`src/zx_pkg.sv`:
```
package zx_pkg;

	////////////////////////////////////////////////////////////////////
	// bus widths and synchroniser depth
	////////////////////////////////////////////////////////////////////

	localparam int ADDR_W      = 16;
	localparam int DATA_W      = 8;
	localparam int SYNC_STAGES = 2;

	////////////////////////////////////////////////////////////////////
	// port numbers
	////////////////////////////////////////////////////////////////////

	// classic ula port only looks at a0
	localparam logic              PORT_FE_A0    = 1'b0;
	localparam logic [DATA_W-1:0] PORT_COVOX_LO = 8'hFB;

	// extended ports are #xxAF, register number in the high byte
	localparam logic [DATA_W-1:0] XT_SEL     = 8'hAF;
	localparam logic [DATA_W-1:0] XT_BORDER  = 8'h0F;
	localparam logic [DATA_W-1:0] XT_SYSCONF = 8'h20;

	////////////////////////////////////////////////////////////////////
	// bit positions in written data
	////////////////////////////////////////////////////////////////////

	localparam int BORDER_STD_W    = 3;
	localparam int TAPE_BIT        = 3;
	localparam int BEEP_BIT        = 4;
	localparam int TURBO_W         = 2;
	localparam int SYSCONF_MUX_BIT = 5;

	// one port address, two decodings
	typedef union packed {
		struct packed {
			logic [DATA_W-1:0] xt_reg;
			logic [DATA_W-1:0] xt_sel;
		} xt;
		struct packed {
			logic [DATA_W-1:0] std_high;
			logic [DATA_W-2:0] std_low7;
			logic              std_a0;
		} std;
	} port_addr_t;

endpackage
```
`src/zbus_sync.sv`:
```
module zbus_sync (
	input  logic                      fclk,
	input  logic                      rst,

	input  logic                      iorq_n,
	input  logic                      wr_n,
	input  logic                      m1_n,
	input  zx_pkg::port_addr_t        a,
	input  logic [zx_pkg::DATA_W-1:0] d,

	output logic                      io_wr_stb,
	output zx_pkg::port_addr_t        io_addr,
	output logic [zx_pkg::DATA_W-1:0] io_data
);

	localparam int MSB = zx_pkg::SYNC_STAGES - 1;

	logic [MSB:0] iorq_sr;
	logic [MSB:0] wr_sr;
	logic [MSB:0] m1_sr;

	logic iowr_cond;
	logic iowr_cond_d;
	logic iowr_rise;

	// strobes idle high, so reset fills the chains with ones
	always_ff @(posedge fclk) begin
		if (rst) begin
			iorq_sr <= '1;
			wr_sr   <= '1;
			m1_sr   <= '1;
		end else begin
			iorq_sr <= {iorq_sr[MSB-1:0], iorq_n};
			wr_sr   <= {wr_sr[MSB-1:0], wr_n};
			m1_sr   <= {m1_sr[MSB-1:0], m1_n};
		end
	end

	// io write outside of interrupt acknowledge
	assign iowr_cond = ~iorq_sr[MSB] & ~wr_sr[MSB] & m1_sr[MSB];
	assign iowr_rise = iowr_cond & ~iowr_cond_d;

	always_ff @(posedge fclk) begin
		if (rst) begin
			iowr_cond_d <= 1'b0;
			io_wr_stb   <= 1'b0;
		end else begin
			iowr_cond_d <= iowr_cond;
			io_wr_stb   <= iowr_rise;
		end
	end

	// bus is stable by now, grab it once per cycle
	always_ff @(posedge fclk) begin
		if (iowr_rise) begin
			io_addr <= a;
			io_data <= d;
		end
	end

	a_stb_single: assert property (@(posedge fclk) disable iff (rst)
		io_wr_stb |=> !io_wr_stb);

endmodule

```
`src/zfront_top.sv`:
```
module zfront_top (
	input  logic                       fclk,
	input  logic                       rst,

	// z80 side, asynchronous
	input  logic                       iorq_n,
	input  logic                       wr_n,
	input  logic                       m1_n,
	input  zx_pkg::port_addr_t         a,
	input  logic [zx_pkg::DATA_W-1:0]  d,

	output logic [zx_pkg::DATA_W-1:0]  border,
	output logic [zx_pkg::TURBO_W-1:0] turbo,
	output logic                       beep
);

	logic                      io_wr_stb;
	zx_pkg::port_addr_t        io_addr;
	logic [zx_pkg::DATA_W-1:0] io_data;

	logic                      beeper_wr;
	logic                      covox_wr;
	logic                      beeper_mux;
	logic [zx_pkg::DATA_W-1:0] wr_data;

	zbus_sync sync_i (
		.fclk      (fclk),
		.rst       (rst),
		.iorq_n    (iorq_n),
		.wr_n      (wr_n),
		.m1_n      (m1_n),
		.a         (a),
		.d         (d),
		.io_wr_stb (io_wr_stb),
		.io_addr   (io_addr),
		.io_data   (io_data)
	);

	zport_decode decode_i (
		.fclk       (fclk),
		.rst        (rst),
		.io_wr_stb  (io_wr_stb),
		.io_addr    (io_addr),
		.io_data    (io_data),
		.border     (border),
		.turbo      (turbo),
		.beeper_mux (beeper_mux),
		.beeper_wr  (beeper_wr),
		.covox_wr   (covox_wr),
		.wr_data    (wr_data)
	);

	// beeper, tapeout and covox
	zsound sound_i (
		.fclk       (fclk),
		.rst        (rst),
		.beeper_wr  (beeper_wr),
		.covox_wr   (covox_wr),
		.beeper_mux (beeper_mux),
		.wr_data    (wr_data),
		.beep       (beep)
	);

endmodule

```
`src/zport_decode.sv`:
```
module zport_decode (
	input  logic                       fclk,
	input  logic                       rst,

	input  logic                       io_wr_stb,
	input  zx_pkg::port_addr_t         io_addr,
	input  logic [zx_pkg::DATA_W-1:0]  io_data,

	output logic [zx_pkg::DATA_W-1:0]  border,
	output logic [zx_pkg::TURBO_W-1:0] turbo,
	output logic                       beeper_mux,
	output logic                       beeper_wr,
	output logic                       covox_wr,
	output logic [zx_pkg::DATA_W-1:0]  wr_data
);

	logic hit_fe;
	logic hit_covox;
	logic hit_xt;
	logic hit_xborder;
	logic hit_sysconf;

	logic xborder_wr;
	logic sysconf_wr;

	logic [zx_pkg::DATA_W-1:0] sysconf;

	////////////////////////////////////////////////////////////////////
	// address decode
	////////////////////////////////////////////////////////////////////

	assign hit_fe    = io_addr.std.std_a0 == zx_pkg::PORT_FE_A0;
	assign hit_covox = {io_addr.std.std_low7, io_addr.std.std_a0} == zx_pkg::PORT_COVOX_LO;

	assign hit_xt      = io_addr.xt.xt_sel == zx_pkg::XT_SEL;
	assign hit_xborder = hit_xt && io_addr.xt.xt_reg == zx_pkg::XT_BORDER;
	assign hit_sysconf = hit_xt && io_addr.xt.xt_reg == zx_pkg::XT_SYSCONF;

	// write pulses, one cycle after the bus strobe
	always_ff @(posedge fclk) begin
		if (rst) begin
			beeper_wr  <= 1'b0;
			covox_wr   <= 1'b0;
			xborder_wr <= 1'b0;
			sysconf_wr <= 1'b0;
		end else begin
			beeper_wr  <= io_wr_stb & hit_fe;
			covox_wr   <= io_wr_stb & hit_covox;
			xborder_wr <= io_wr_stb & hit_xborder;
			sysconf_wr <= io_wr_stb & hit_sysconf;
		end
	end

	always_ff @(posedge fclk) begin
		if (io_wr_stb)
			wr_data <= io_data;
	end

	////////////////////////////////////////////////////////////////////
	// border and sysconf registers
	////////////////////////////////////////////////////////////////////

	always_ff @(posedge fclk) begin
		if (rst) begin
			border  <= '0;
			sysconf <= '0;
		end else begin
			// #FE only touches the low border bits
			if (beeper_wr)
				border[zx_pkg::BORDER_STD_W-1:0] <= wr_data[zx_pkg::BORDER_STD_W-1:0];
			if (xborder_wr)
				border <= wr_data;
			if (sysconf_wr)
				sysconf <= wr_data;
		end
	end

	assign turbo      = sysconf[zx_pkg::TURBO_W-1:0];
	assign beeper_mux = sysconf[zx_pkg::SYSCONF_MUX_BIT];

	a_snd_excl: assert property (@(posedge fclk) disable iff (rst)
		!(beeper_wr && covox_wr));

endmodule

```
`src/zsound.sv`:
```
module zsound (
	input  logic                      fclk,
	input  logic                      rst,

	input  logic                      beeper_wr,
	input  logic                      covox_wr,
	input  logic                      beeper_mux,
	input  logic [zx_pkg::DATA_W-1:0] wr_data,

	output logic                      beep
);

	logic beeper_lvl;
	logic tape_lvl;
	logic covox_mode;
	logic beeper_sel;

	logic [zx_pkg::DATA_W-1:0] sample;
	logic [zx_pkg::DATA_W-1:0] acc;
	logic [zx_pkg::DATA_W:0]   acc_sum;

	always_ff @(posedge fclk) begin
		if (rst) begin
			beeper_lvl <= 1'b0;
			tape_lvl   <= 1'b0;
			covox_mode <= 1'b0;
			sample     <= '0;
		end else if (beeper_wr) begin
			beeper_lvl <= wr_data[zx_pkg::BEEP_BIT];
			tape_lvl   <= wr_data[zx_pkg::TAPE_BIT];
			covox_mode <= 1'b0;
		end else if (covox_wr) begin
			sample     <= wr_data;
			covox_mode <= 1'b1;
		end
	end

	////////////////////////////////////////////////////////////////////
	// first order sigma-delta with the carry out as bit stream
	////////////////////////////////////////////////////////////////////

	assign acc_sum    = {1'b0, acc} + {1'b0, sample};
	assign beeper_sel = beeper_mux ? tape_lvl : beeper_lvl;

	always_ff @(posedge fclk) begin
		if (rst) begin
			acc  <= '0;
			beep <= 1'b0;
		end else begin
			acc  <= acc_sum[zx_pkg::DATA_W-1:0];
			beep <= covox_mode ? acc_sum[zx_pkg::DATA_W] : beeper_sel;
		end
	end

	// written beeper or tape bit shows on beep two cycles after the write
	a_beeper_follow: assert property (@(posedge fclk) disable iff (rst)
		$past(beeper_wr, 2) |-> beep == ($past(beeper_mux)
			? $past(wr_data[zx_pkg::TAPE_BIT], 2)
			: $past(wr_data[zx_pkg::BEEP_BIT], 2)));

endmodule

```
`config.mk`:
```
export PLATFORM = sky130hd
export DESIGN_NAME = zfront_top
export DESIGN_NICKNAME = d
export VERILOG_FILES = /design/src/zx_pkg.sv /design/src/zbus_sync.sv /design/src/zfront_top.sv /design/src/zport_decode.sv /design/src/zsound.sv
export SDC_FILE = /design/constraint.sdc
export NUM_CORES = 1
export LEC_CHECK = 0
export BUFFER_PORTS_ARGS = -buffer_cell sky130_fd_sc_hd__buf_2
export CAP_MARGIN = 20
export CORE_ASPECT_RATIO = 0.75
export CORE_MARGIN = 2
export CORE_UTILIZATION = 63
export CTS_BUF_LIST = sky130_fd_sc_hd__clkbuf_2 sky130_fd_sc_hd__clkbuf_4 sky130_fd_sc_hd__clkbuf_8
export CTS_CLUSTER_DIAMETER = 120
export CTS_CLUSTER_SIZE = 25
export DETAILED_ROUTE_END_ITERATION = 16
export PLACE_DENSITY = 0.87
export SYNTH_ARGS = -nofsm -noshare
export SYNTH_HDL_FRONTEND = slang
export SYNTH_SLANG_ARGS = --single-unit
```
`constraint.sdc`:
```
create_clock -name fclk -period 4.7 [get_ports fclk]
set_input_delay 0.705 -clock fclk [delete_from_list [all_inputs] [get_ports fclk]]
set_output_delay 0.705 -clock fclk [all_outputs]
set_load 0.005 [all_outputs]
```
==> flow_summary_export.csv <==
group,metric,value,unit
outcome,status,"finished, final reports clean",
worst_setup_path,slowest_stage,"fa_1",
final_layout,regArea,0.00182,sq mm
placement,place_congestion,0.785,
synthesis,synth.cell_area,0.00270,sq mm
detailed_routing,routedWlPerCell,14.5,um
timing,max_slew_margin,52.3,%
final_layout,drive_above_1_share,22.4,%
worst_setup_path,critPathRequiredTime,4950,ps
global_route,grtUsageMet3,9.52,%
clock_tree,ctsHoldBuffers,0,
final_layout,final_cell_mix,"43 x dfxtp_1, 39 x buf_2, 32 x edfxtp_1, 23 x nand2_1, 20 x nor2_1",
detailed_routing,routed_wl,4680,um
synthesis,syn_inst,220,
worst_setup_path,path_buf_inv,1,
timing,min_period,1920,ps
power_and_ir_drop,p_per_area,394,mW/mm^2
final_layout,antenna_cells,0,
detailed_routing,route.vias.total,1728,
power_and_ir_drop,power.leakage,1.20,nW
min_path,hp-class,"flip-flop to flip-flop",
floorplanning,io_pins,40,
synthesis,synth_fp_nets,258,
clock_tree,cts-buffers-inserted,9,
timing,period_share,40.9,%
worst_setup_path,arrival,2170,ps
global_route,antenna_found_initial,0,
synthesis,synth_top_area_share,35.6,%
floorplanning,rows,20,
power_and_ir_drop,ir_drop,0.284,mV
global_route,grt_pass1_wl,7330,um
timing,setup_slack,2780,ps
global_route,grt_pass1_vias,1645,
run,maxCapViolCount,0,
final_layout,nets,301,
synthesis,syn_area_per_cell,12.3,sq um
worst_setup_path,crit_path_max_incr_delay,370,ps
global_route,grt.total_usage,21.2,%
detailed_routing,vias_per_cell,5.35,
final_layout,multi_input_area,835,sq um
timing,hold_violations,0,
global_route,busiest_layer,"met2",
floorplanning,initial_core_util,66.2,%
synthesis,ys_seq_elements,75,
final_layout,nFillCells,249,
placement,port-buffer-count,39,
timing,setup_viol,0,
synthesis,seq_area_frac_synth,67.5,%
worst_setup_path,path_max_fanout,3,
floorplanning,dieArea,0.00483,sq mm
power_and_ir_drop,total_power,1.25,mW
clock_tree,cts_tree,"done",
synthesis,synthTopCellsByArea,"edfxtp_1 36%, dfxtp_1 32%, mux2i_1 4.1%",
placement,detailed_place_hpwl,3100,um
floorplanning,die-width,79.6,um
placement,pre_cts_slack,2690,ps
timing,grt_setup_unrepaired,"false",
placement,placed_cell_area,0.00294,sq mm
clock_tree,clkSlewWorstSetupHoldPaths,80,ps
timing,fmax,520,MHz
placement,post-place-cells,306,
synthesis,ys_warn_count,0,
clock_tree,clockBufferDepth,2,
timing,worst_pin_slew,715,ps
worst_setup_path,cp_top_family,"adder cells",
global_route,overflow,0,
worst_setup_path,endpoint_kind,"flip-flop",
detailed_routing,drt-initial-drc-count,137,
clock_tree,cts_resized,0,
detailed_routing,dr.pass1.iters,4,
global_route,grt_max_degree,44,
clock_tree,post_cts.repair.setup_buffers,0,
clock_tree,insertion_delay,350,ps
timing,maxSlewViolCount,0,
final_layout,finalInstanceArea,0.00319,sq mm
final_layout,syn_to_final_growth,18.1,%
global_route,met2_usage,35.3,%
synthesis,yosys.area.top_type,"edfxtp_1",
floorplanning,die_h,60.7,um
final_layout,layout_commonest_cell,"dfxtp_1",
worst_setup_path,startpoint_type,"flip-flop",
timing,fin_tns_setup,0,ps
detailed_routing,ant_nets,0,
final_layout,fin_cells,323,
global_route,grt_use_met1,25.2,%
worst_setup_path,criticalPathCategory,"flip-flop to flip-flop",
floorplanning,core,0.00408,sq mm
detailed_routing,route.detailed.drc,0,
worst_setup_path,cp_cell_sequence,"ha_1, inv_1, fa_1, nor2b_1, o31a_1, o211ai_1, a221oi_1",
synthesis,synth.distinct_cells,35,
clock_tree,cts_sinks,75,
clock_tree,htreeDepth,3,
clock_tree,root_buffer,"clkbuf_8",
timing,finClkSkew,9.30,ps
==> per-stage QoR <==
step | util [%] | hold WS (ps)
floorplan | - | 383
CTS | 77.5 | 410
finish | 78.2 | 406
global route | 78.2 | 428
global placement | 72.0 | 386
detailed placement | 72.0 | 391
==> cell type report <==
class                           count  share of cell area (%)
Sequential cell                    75                    57.1
Multi-Input combinational cell    133                    26.2
Timing Repair Buffer               40                    6.99
Clock buffer                        9                    3.89
Clock inverter                      7                    3.18
Tap cell                           55                    2.16
Inverter                            4                   0.471
==> Yosys cell counts (all sizes together) <==
master / number
or4: 1
ha: 8
clkbuf: 7
buf: 1
a21o: 2
a21oi: 13
a211oi: 3
nor2b: 4
nor3b: 1
edfxtp: 32
o21a: 4
nor3: 13
nand3: 2
fa: 1
o21ai: 5
dfxtp: 43
nor4b: 1
nand2b: 3
nor4: 2
nor2: 21
inv: 4
or3b: 1
o211ai: 2
nand4: 1
o31a: 1
mux2i: 11
o211a: 1
nand2: 23
or2: 6
and4b: 1
a221oi: 1
nand4b: 1
==> metal layers <==
metal,vias up,wire [um]
met3,6,320
met5,-,0
met1,803,2080
li1,869,-
met2,50,2210
met4,0,69
==> registers in the layout, indices dropped and copies added (netlist names), 3 cells and up <==
signal	count
decode_i.sysconf	3
decode_i.wr_data	8
sound_i.acc	8
sync_i.io_data	8
sound_i.sample	8
decode_i.border	8
sync_i.io_addr	16
==> worst paths after layout <==
kind	from	endpoint	slack, ps	depth (start not counted)
worst max-delay path	sound_i.sample[0]$_SDFFE_PP0P_	sound_i.beep$_SDFF_PP0_	2780	7
worst min-delay path	sync_i.m1_sr[0]$_SDFF_PP1_	sync_i.m1_sr[1]$_SDFF_PP1_	410	1
worst max register to register	sound_i.sample[0]$_SDFFE_PP0P_	sound_i.beep$_SDFF_PP0_	2780	7
worst min register to register	sync_i.m1_sr[0]$_SDFF_PP1_	sync_i.m1_sr[1]$_SDFF_PP1_	410	1
==> cell families after synthesis <==
kind of cell	count (synthesis)	synth area share, %
and+or+nand+nor	81	14.5
DFF	75	67.5
AOI/OAI and AO/OA	32	7.78
buffers and inverters	12	1.71
muxes	11	4.08
adders and majority gates	9	4.45
==> power by group <==
group,total (mW),internal [mW],switching (mW)
clock network,0.541,0.302,0.239
logic,0.0295,0.0145,0.0150
registers,0.685,0.683,0.00222
Power figures use the tool's default switching activity.
